### src/video_cfg.svh
/* Video mode configuration */

`ifndef VIDEO_CFG_SVH
`define VIDEO_CFG_SVH

// ==============================
// Horizontal timing, in clocks
// ==============================

// Visible pixels on each line
`define VID_H_DISPLAY 256
// Blank clocks between the end of the picture and the sync pulse
`define VID_H_FP 8
// Width of the horizontal sync pulse
`define VID_H_PULSE 40
// Blank clocks between the sync pulse and the start of the picture
`define VID_H_BP 16

// ==============================
// Vertical timing, in lines
// ==============================

// Visible lines in each frame
`define VID_V_DISPLAY 256
// Blank lines after the picture and before vertical sync
`define VID_V_FP 8
// Lines covered by the vertical sync pulse
`define VID_V_PULSE 8
// Blank lines after vertical sync and before the picture
`define VID_V_BP 16

// ==============================
// Field widths and pipeline
// ==============================

// Width of both raster counters, with room for larger modes
`define VID_COUNT_W 12
// Register stages between the timing generator and the formatter
`define VID_PIPE_STAGES 2

`endif

### src/video_timing_pkg.sv
/* Raster timing types */

`include "video_cfg.svh"

package video_timing_pkg;

  // Pixel position within a line or line position within a frame
  typedef logic [`VID_COUNT_W-1:0] count_t;

  // Per-pixel timing flags, travelling alongside the colour data
  // Both sync flags are active low, de and border are active high
  typedef struct packed {
    logic hsync;
    logic vsync;
    logic de;
    logic border;
  } timing_flags_t;

  // Flag value seen outside the active picture and during reset
  // Sync is inactive (high) and no pixel is being displayed
  localparam timing_flags_t FLAGS_IDLE = '{
    hsync:  1'b1,
    vsync:  1'b1,
    de:     1'b0,
    border: 1'b0
  };

endpackage

### src/video_pixel_pkg.sv
/* Pixel colour types */

package video_pixel_pkg;

  // ==============================
  // Input colour
  // ==============================

  // Colour as it arrives from the pixel source, one nibble per channel
  // Red sits in the top nibble so the packed value reads as 0xRGB
  typedef struct packed {
    logic [3:0] r;
    logic [3:0] g;
    logic [3:0] b;
  } rgb444_t;

  // ==============================
  // Output colour
  // ==============================

  // Colour as driven to the display, one byte per channel
  // Same channel order as the input type
  typedef struct packed {
    logic [7:0] r;
    logic [7:0] g;
    logic [7:0] b;
  } rgb888_t;

  // Full-scale value on every channel, used for the picture frame
  localparam rgb888_t RGB888_WHITE = '{r: 8'hff, g: 8'hff, b: 8'hff};

endpackage

### src/video_timing_gen.sv
/* Raster timing generator */

`include "video_cfg.svh"

module video_timing_gen
  import video_timing_pkg::*;
(
  input  logic          clk,
  input  logic          reset_n,
  output timing_flags_t flags
);

  // ==============================
  // Raster geometry
  // ==============================

  // Line and frame lengths, including all blanking
  localparam count_t H_TOTAL = count_t'(`VID_H_DISPLAY + `VID_H_FP + `VID_H_PULSE + `VID_H_BP);
  localparam count_t V_TOTAL = count_t'(`VID_V_DISPLAY + `VID_V_FP + `VID_V_PULSE + `VID_V_BP);

  // Each line and each frame starts with its sync pulse
  localparam count_t H_SYNC_END = count_t'(`VID_H_PULSE);
  localparam count_t V_SYNC_END = count_t'(`VID_V_PULSE);

  // First and last active position on each axis
  // The active window follows the back porch directly
  localparam count_t H_ACT_FIRST = count_t'(`VID_H_PULSE + `VID_H_BP);
  localparam count_t H_ACT_LAST  = count_t'(`VID_H_PULSE + `VID_H_BP + `VID_H_DISPLAY - 1);
  localparam count_t V_ACT_FIRST = count_t'(`VID_V_PULSE + `VID_V_BP);
  localparam count_t V_ACT_LAST  = count_t'(`VID_V_PULSE + `VID_V_BP + `VID_V_DISPLAY - 1);

  // Current pixel within the line and current line within the frame
  count_t h_count;
  count_t v_count;

  // Decoded state of the current counter position
  logic h_wrap;
  logic v_wrap;
  logic h_active;
  logic v_active;
  logic h_edge;
  logic v_edge;
  timing_flags_t flags_next;

  // ==============================
  // Raster counters
  // ==============================

  assign h_wrap = (h_count == H_TOTAL - count_t'(1));
  assign v_wrap = (v_count == V_TOTAL - count_t'(1));

  // The line counter steps once per line, on the last pixel
  always_ff @(posedge clk or negedge reset_n)
  begin
    if (!reset_n)
    begin
      h_count <= '0;
      v_count <= '0;
    end
    else
    begin
      if (h_wrap)
      begin
        h_count <= '0;
        if (v_wrap)
          v_count <= '0;
        else
          v_count <= v_count + count_t'(1);
      end
      else
      begin
        h_count <= h_count + count_t'(1);
      end
    end
  end

  // ==============================
  // Window decode
  // ==============================

  assign h_active = (h_count >= H_ACT_FIRST) && (h_count <= H_ACT_LAST);
  assign v_active = (v_count >= V_ACT_FIRST) && (v_count <= V_ACT_LAST);

  // Outermost column and row of the picture
  assign h_edge = (h_count == H_ACT_FIRST) || (h_count == H_ACT_LAST);
  assign v_edge = (v_count == V_ACT_FIRST) || (v_count == V_ACT_LAST);

  always_comb
  begin
    // Sync pulses sit at the start of the line and of the frame
    flags_next.hsync  = (h_count >= H_SYNC_END);
    flags_next.vsync  = (v_count >= V_SYNC_END);
    flags_next.de     = h_active && v_active;
    // Only displayed pixels may be marked, so border implies de
    flags_next.border = h_active && v_active && (h_edge || v_edge);
  end

  // One register stage between counter state and flags
  always_ff @(posedge clk or negedge reset_n)
  begin
    if (!reset_n)
      flags <= FLAGS_IDLE;
    else
      flags <= flags_next;
  end

endmodule

### src/pixel_delay_line.sv
/* Pipeline delay line */

module pixel_delay_line #(
  parameter type      payload_t   = logic,
  parameter int       STAGES      = 2,
  parameter payload_t RESET_VALUE = '0
) (
  input  logic     clk,
  input  logic     reset_n,
  input  payload_t din,
  output payload_t dout
);

  // One register per stage, index 0 is loaded from the input
  payload_t stage_q [STAGES];

  // ==============================
  // Shift chain
  // ==============================

  // Every stage moves on each clock, so the line holds STAGES items
  always_ff @(posedge clk or negedge reset_n)
  begin
    if (!reset_n)
    begin
      for (int i = 0; i < STAGES; i++)
      begin
        stage_q[i] <= RESET_VALUE;
      end
    end
    else
    begin
      stage_q[0] <= din;
      for (int i = 1; i < STAGES; i++)
      begin
        stage_q[i] <= stage_q[i-1];
      end
    end
  end

  // Oldest item leaves from the end of the chain
  assign dout = stage_q[STAGES-1];

endmodule

### src/pixel_formatter.sv
/* Output pixel formatter */

module pixel_formatter
  import video_timing_pkg::*;
  import video_pixel_pkg::*;
(
  input  logic          clk,
  input  logic          reset_n,
  input  timing_flags_t flags,
  input  rgb444_t       pixel_in,
  output logic          hsync,
  output logic          vsync,
  output logic          de,
  output logic [7:0]    r,
  output logic [7:0]    g,
  output logic [7:0]    b
);

  // Colour for the current pixel before the output register
  rgb888_t colour_next;

  // ==============================
  // Colour selection
  // ==============================

  always_comb
  begin
    if (flags.border)
    begin
      // The outermost ring of the picture is drawn as a white frame
      colour_next = RGB888_WHITE;
    end
    else
    begin
      // Repeating the nibble maps 0x0 to 0x00 and 0xf to 0xff exactly
      colour_next.r = {pixel_in.r, pixel_in.r};
      colour_next.g = {pixel_in.g, pixel_in.g};
      colour_next.b = {pixel_in.b, pixel_in.b};
    end
  end

  // Final register stage, sync and enable pass through unchanged
  always_ff @(posedge clk or negedge reset_n)
  begin
    if (!reset_n)
    begin
      hsync <= 1'b1;
      vsync <= 1'b1;
      de    <= 1'b0;
      r     <= '0;
      g     <= '0;
      b     <= '0;
    end
    else
    begin
      hsync <= flags.hsync;
      vsync <= flags.vsync;
      de    <= flags.de;
      r     <= colour_next.r;
      g     <= colour_next.g;
      b     <= colour_next.b;
    end
  end

endmodule

### src/video_out_top.sv
/* Video output stage */

`include "video_cfg.svh"

module video_out_top
  import video_timing_pkg::*;
  import video_pixel_pkg::*;
(
  input  logic       clk,
  input  logic       reset_n,
  input  logic [3:0] r4,
  input  logic [3:0] g4,
  input  logic [3:0] b4,
  output logic       hsync,
  output logic       vsync,
  output logic       de,
  output logic [7:0] r,
  output logic [7:0] g,
  output logic [7:0] b
);

  // Flags straight from the timing generator and after the delay line
  timing_flags_t flags_gen;
  timing_flags_t flags_dly;

  // Incoming colour and its delayed copy
  rgb444_t pixel_raw;
  rgb444_t pixel_dly;

  assign pixel_raw = '{r: r4, g: g4, b: b4};

  // ==============================
  // Timing path
  // ==============================

  video_timing_gen u_timing (
    .clk     (clk),
    .reset_n (reset_n),
    .flags   (flags_gen)
  );

  pixel_delay_line #(
    .payload_t   (timing_flags_t),
    .STAGES      (`VID_PIPE_STAGES),
    .RESET_VALUE (FLAGS_IDLE)
  ) flag_delay (
    .clk     (clk),
    .reset_n (reset_n),
    .din     (flags_gen),
    .dout    (flags_dly)
  );

  // ==============================
  // Colour path
  // ==============================

  // Same depth as the flag path so each colour keeps its own flags
  pixel_delay_line #(
    .payload_t   (rgb444_t),
    .STAGES      (`VID_PIPE_STAGES),
    .RESET_VALUE ('0)
  ) pixel_delay (
    .clk     (clk),
    .reset_n (reset_n),
    .din     (pixel_raw),
    .dout    (pixel_dly)
  );

  pixel_formatter u_formatter (
    .clk      (clk),
    .reset_n  (reset_n),
    .flags    (flags_dly),
    .pixel_in (pixel_dly),
    .hsync    (hsync),
    .vsync    (vsync),
    .de       (de),
    .r        (r),
    .g        (g),
    .b        (b)
  );

endmodule

### config.mk
export PLATFORM = sky130hd
export DESIGN_NAME = video_out_top
export DESIGN_NICKNAME = d
export VERILOG_FILES = /design/src/video_timing_pkg.sv /design/src/video_pixel_pkg.sv /design/src/video_timing_gen.sv /design/src/pixel_delay_line.sv /design/src/pixel_formatter.sv /design/src/video_out_top.sv
export VERILOG_INCLUDE_DIRS = /design/src /design/src/src
export SDC_FILE = /design/constraint.sdc
export NUM_CORES = 1
export LEC_CHECK = 0
export ABC_AREA = 0
export BUFFER_PORTS_ARGS = -buffer_cell sky130_fd_sc_hd__buf_2
export CAP_MARGIN = 20
export CORE_MARGIN = 2
export CORE_UTILIZATION = 48
export DETAILED_ROUTE_END_ITERATION = 7
export PLACE_DENSITY = 0.7
export SLEW_MARGIN = 15
export SYNTH_ARGS = -nofsm -noshare
export SYNTH_HDL_FRONTEND = slang
export SYNTH_HIERARCHICAL = 1
export SYNTH_SLANG_ARGS = --single-unit
### constraint.sdc
create_clock -name clk -period 4.1 [get_ports clk]
set_input_delay 0.82 -clock clk [delete_from_list [all_inputs] [get_ports clk]]
set_output_delay 0.82 -clock clk [all_outputs]
set_load 0.05 [all_outputs]
==> run summary <==
SYNTH
--------------------------------------------------------------------------------------------------
Sequential-to-total area share from yosys stat                                               65.1%
Synth Flop Type                                                                            dfrtp_1
Combined area of all synthesized cells                                                  2900 sq um
Post-Syn Nets                                                                                  250
Count of unique library cells instantiated by Yosys                                             42
Fraction of synthesis flops using an asynchronous set or reset pin                            100%
Post-Synthesis Cells                                                                           232
Number of synthesized flops with an enable pin                                                   0
Number of flip-flops and latches in the synthesized netlist                                     75
Mean cell area of the mapped netlist                                                    12.5 sq um
Synthesis warning total                                                                          6

TIMING
--------------------------------------------------------------------------------------------------
Setup Viol. Count Final                                                                          0
Slew Viols, Final                                                                                0
Maximum clock frequency                                                                    460 MHz
Share of the cycle needed by the critical path after routing                                 53.0%
Final Worst Setup Slack                                                                    1930 ps
Hold violation total from the final report                                                       0
Setup_tns                                                                                     0 ps
Final min period                                                                           2170 ps
Clk_skew                                                                                   9.32 ps
Remaining max-slew budget at the tightest pin                                                40.8%
Actual transition at the worst max-transition pin                                           887 ps
Hold slack                                                                                  344 ps
RSZ-0062 raised after global routing                                                         false

CLOCK NETWORK
--------------------------------------------------------------------------------------------------
Quantity of hold-fixing buffers added after cts                                                  0
CTS tree                                                                                     built
Insertion delay to the later sink of the worst-skew pair                                    330 ps
Gates resized, CTS repair                                                                        0
Clock transition time at the flip-flop clock pins of the worst setup and hold paths          80 ps
Clock buffers created by TritonCTS                                                               9
Clock tree sinks                                                                                75
Number of buffers inserted by post-CTS setup repair                                              0
Library cell used as clock root buffer                                                    clkbuf_8
Number of buffers on the longest clock path                                                      2
Maximum level of the CTS H-tree                                                                  3

POWER
--------------------------------------------------------------------------------------------------
Final Power                                                                                1.43 mW
Worst ir drop on vdd                                                                      0.195 mV
Leak pwr                                                                                   1.50 nW
PD cells                                                                               453 nW/um^2

GLOBAL ROUTE
--------------------------------------------------------------------------------------------------
Total congestion overflow                                                                        0
Vias in the first global route                                                                1520
Initial antenna violation count                                                                  0
First-pass GRT wire length                                                            6800 microns
Pin count of the biggest net entering global routing                                            76
Total track usage                                                                            13.6%

ROUTE
--------------------------------------------------------------------------------------------------
Average routed wire per standard cell                                                 12.1 microns
Routed length on met3                                                                  235 microns
Via total after detailed routing                                                              1638
Final routed DRC violation total                                                                 0
Top routing layer in use                                                                      met4
Initial DRT Pass Iterations                                                                      4
Remaining antenna violation count                                                                0
Met2 wirelength from detailed routing                                                 1850 microns
Wire length on met1                                                                   1830 microns
DRT iter0 DRCs                                                                                 115
Via density                                                                                   4.99
Final wirelength                                                                      3980 microns

OUTCOME
--------------------------------------------------------------------------------------------------
Run status                                                                            complete, no violations

FINISH
--------------------------------------------------------------------------------------------------
Layout cells sized above 1                                                                   25.7%
Area of combinational cells with multiple inputs                                         736 sq um
Final non-filler cell total                                                                    328
Finished Cell Area                                                                      3160 sq um
Final core occ                                                                               53.6%
Fill cell count                                                                                501
Count of inserted antenna diode cells                                                            0
Area growth, synth to finish                                                                 8.89%
Sequential standard cell area                                                           1890 sq um
Number of nets at the end of the flow                                                          266

HOLD PATH
--------------------------------------------------------------------------------------------------
Class of the tightest hold or removal check                                           flip-flop to flip-flop

FLOORPLANNING
--------------------------------------------------------------------------------------------------
Starting density of the core                                                                 49.3%
Row count                                                                                       28
Core area                                                                               5890 sq um
Die ar.                                                                                 6680 sq um
Die span in y                                                                         81.7 microns
Horiz. Die Dim                                                                        81.7 microns
Number of primary I/O pins                                                                      41

RUN
--------------------------------------------------------------------------------------------------
Maximum capacitance violations                                                                   0

SETUP PATH
--------------------------------------------------------------------------------------------------
Crit-path max FO                                                                                10
Critical path capture point type                                                         flip-flop
Type of the worst setup path                                                          flip-flop to flip-flop
Required time of the critical path                                                         4350 ps
Endpoint arrival time on the critical path                                                 2420 ps
Type of element launching the critical path                                              flip-flop

PLACE
--------------------------------------------------------------------------------------------------
Number of placed cells counting well taps                                                      311
Minimum setup slack after placement                                                        1900 ps
Routability cong.                                                                            0.818
Sum of net half-perimeters after detailed placement                                   2620 microns
Count of buffers from port buffering                                                            40
Cell area after placement                                                               2940 sq um

## cells by family (layout without fill, tap and decap cells)
family / Yosys count / after routing / share of synthesized area [%]
AO/OA/AOI/OAI: 20 / 20 / 4.57
multiplexers: 1 / 1 / 0.345
flip-flops: 75 / 75 / 65.1
AND/OR/NAND/NOR: 75 / 75 / 14.2
XOR/XNOR: 15 / 15 / 4.53
adder cells (fa/ha/maj): 4 / 4 / 1.73
buffers and inverters: 42 / 63 / 9.54
## worst max-delay path, cell delays in order (launching register included)
cell     delay, ps
dfrtp_1        490
or3b_1         430
nor4_1         710
nor2b_1        250
mux2i_1        210
## metal layers
metal | up-vias | global-route usage [%]
li1 | 782 | -
met1 | 798 | 16.9
met2 | 51 | 21.6
met3 | 7 | 5.27
met4 | 0 | 5.50
met5 | - | 0
## cell usage in the layout (no fill, tap or decap), types with 2 or more instances in the layout
cell type	Yosys	routed
dfrtp_1	67	67
buf_2	1	39
nand2_1	14	14
or2_1	12	12
clkbuf_8	0	9
nor3_1	9	9
xor2_1	9	9
dfstp_2	8	8
nor2_1	8	8
nand3_1	7	7
inv_1	6	6
o21ai_0	6	6
xnor2_1	6	6
nand4_1	6	6
ha_1	4	4
or3_1	3	3
a21oi_1	3	3
bufinv_16	0	2
clkbuf_1	4	2
clkinv_2	0	2
a21boi_0	2	2
nor4_1	2	2
and3_1	2	2
and2_1	2	2
and4_1	2	2
a31oi_1	2	2
## worst paths after layout
path	slack, ps	end	from	cells after the start
worst max-delay path	1930	u_timing/v_count[10]	u_timing/h_count[8]	4
worst min-delay path	340	pixel_delay/dout[5]	pixel_delay/stage_q[17]	0
worst max register to register	1930	u_timing/v_count[10]	u_timing/h_count[8]	4
worst min register to register	340	pixel_delay/dout[5]	pixel_delay/stage_q[17]	0
max in group asynchronous	2910	u_timing/h_count[0]	reset_n	1
min in group asynchronous	600	u_timing/v_count[7]	reset_n	1
## cells in the mapped netlist, drive strengths merged, types with 2 or more instances
| library cell | number | share of area [%] |
|---|---|---|
| a21boi | 2 | 0.52 |
| a21oi | 3 | 0.52 |
| a31oi | 2 | 0.43 |
| and2 | 2 | 0.43 |
| and3 | 2 | 0.43 |
| and4 | 2 | 0.60 |
| buf | 31 | 8.1 |
| clkbuf | 5 | 0.69 |
| dfrtp | 67 | 58 |
| dfstp | 8 | 7.3 |
| ha | 4 | 1.7 |
| inv | 6 | 0.78 |
| nand2 | 14 | 1.8 |
| nand3 | 7 | 1.2 |
| nand4 | 6 | 1.3 |
| nor2 | 8 | 1.0 |
| nor3 | 9 | 1.6 |
| nor4 | 2 | 0.43 |
| o21ai | 6 | 1.0 |
| or2 | 13 | 2.8 |
| or3 | 3 | 0.65 |
| xnor2 | 6 | 1.8 |
| xor2 | 9 | 2.7 |
## registers in the layout, summed over array words and instances (netlist names)
| name | cells |
|---|---|
| flag_delay/dout | 4 |
| flag_delay/stage_q | 4 |
| pixel_delay/dout | 12 |
| pixel_delay/stage_q | 12 |
| u_formatter/b | 4 |
| u_formatter/de | 1 |
| u_formatter/g | 4 |
| u_formatter/hsync | 1 |
| u_formatter/r | 4 |
| u_formatter/vsync | 1 |
| u_timing/flags | 4 |
| u_timing/h_count | 12 |
| u_timing/v_count | 12 |
## area by class of cell
class	count	area share (%)
Inverter	6	0.713
Multi-Input combinational cell	115	23.3
Clock buffer	11	4.16
Clock inverter	5	2.50
Tap cell	75	2.97
Timing Repair Buffer	41	6.58
Sequential cell	75	59.8
## power breakdown
group / internal [mW] / switching [mW]
Sequential: 0.758 / 0.00457
Clock: 0.342 / 0.247
Combinational: 0.0153 / 0.0640
(Power assumes the default switching activity.)
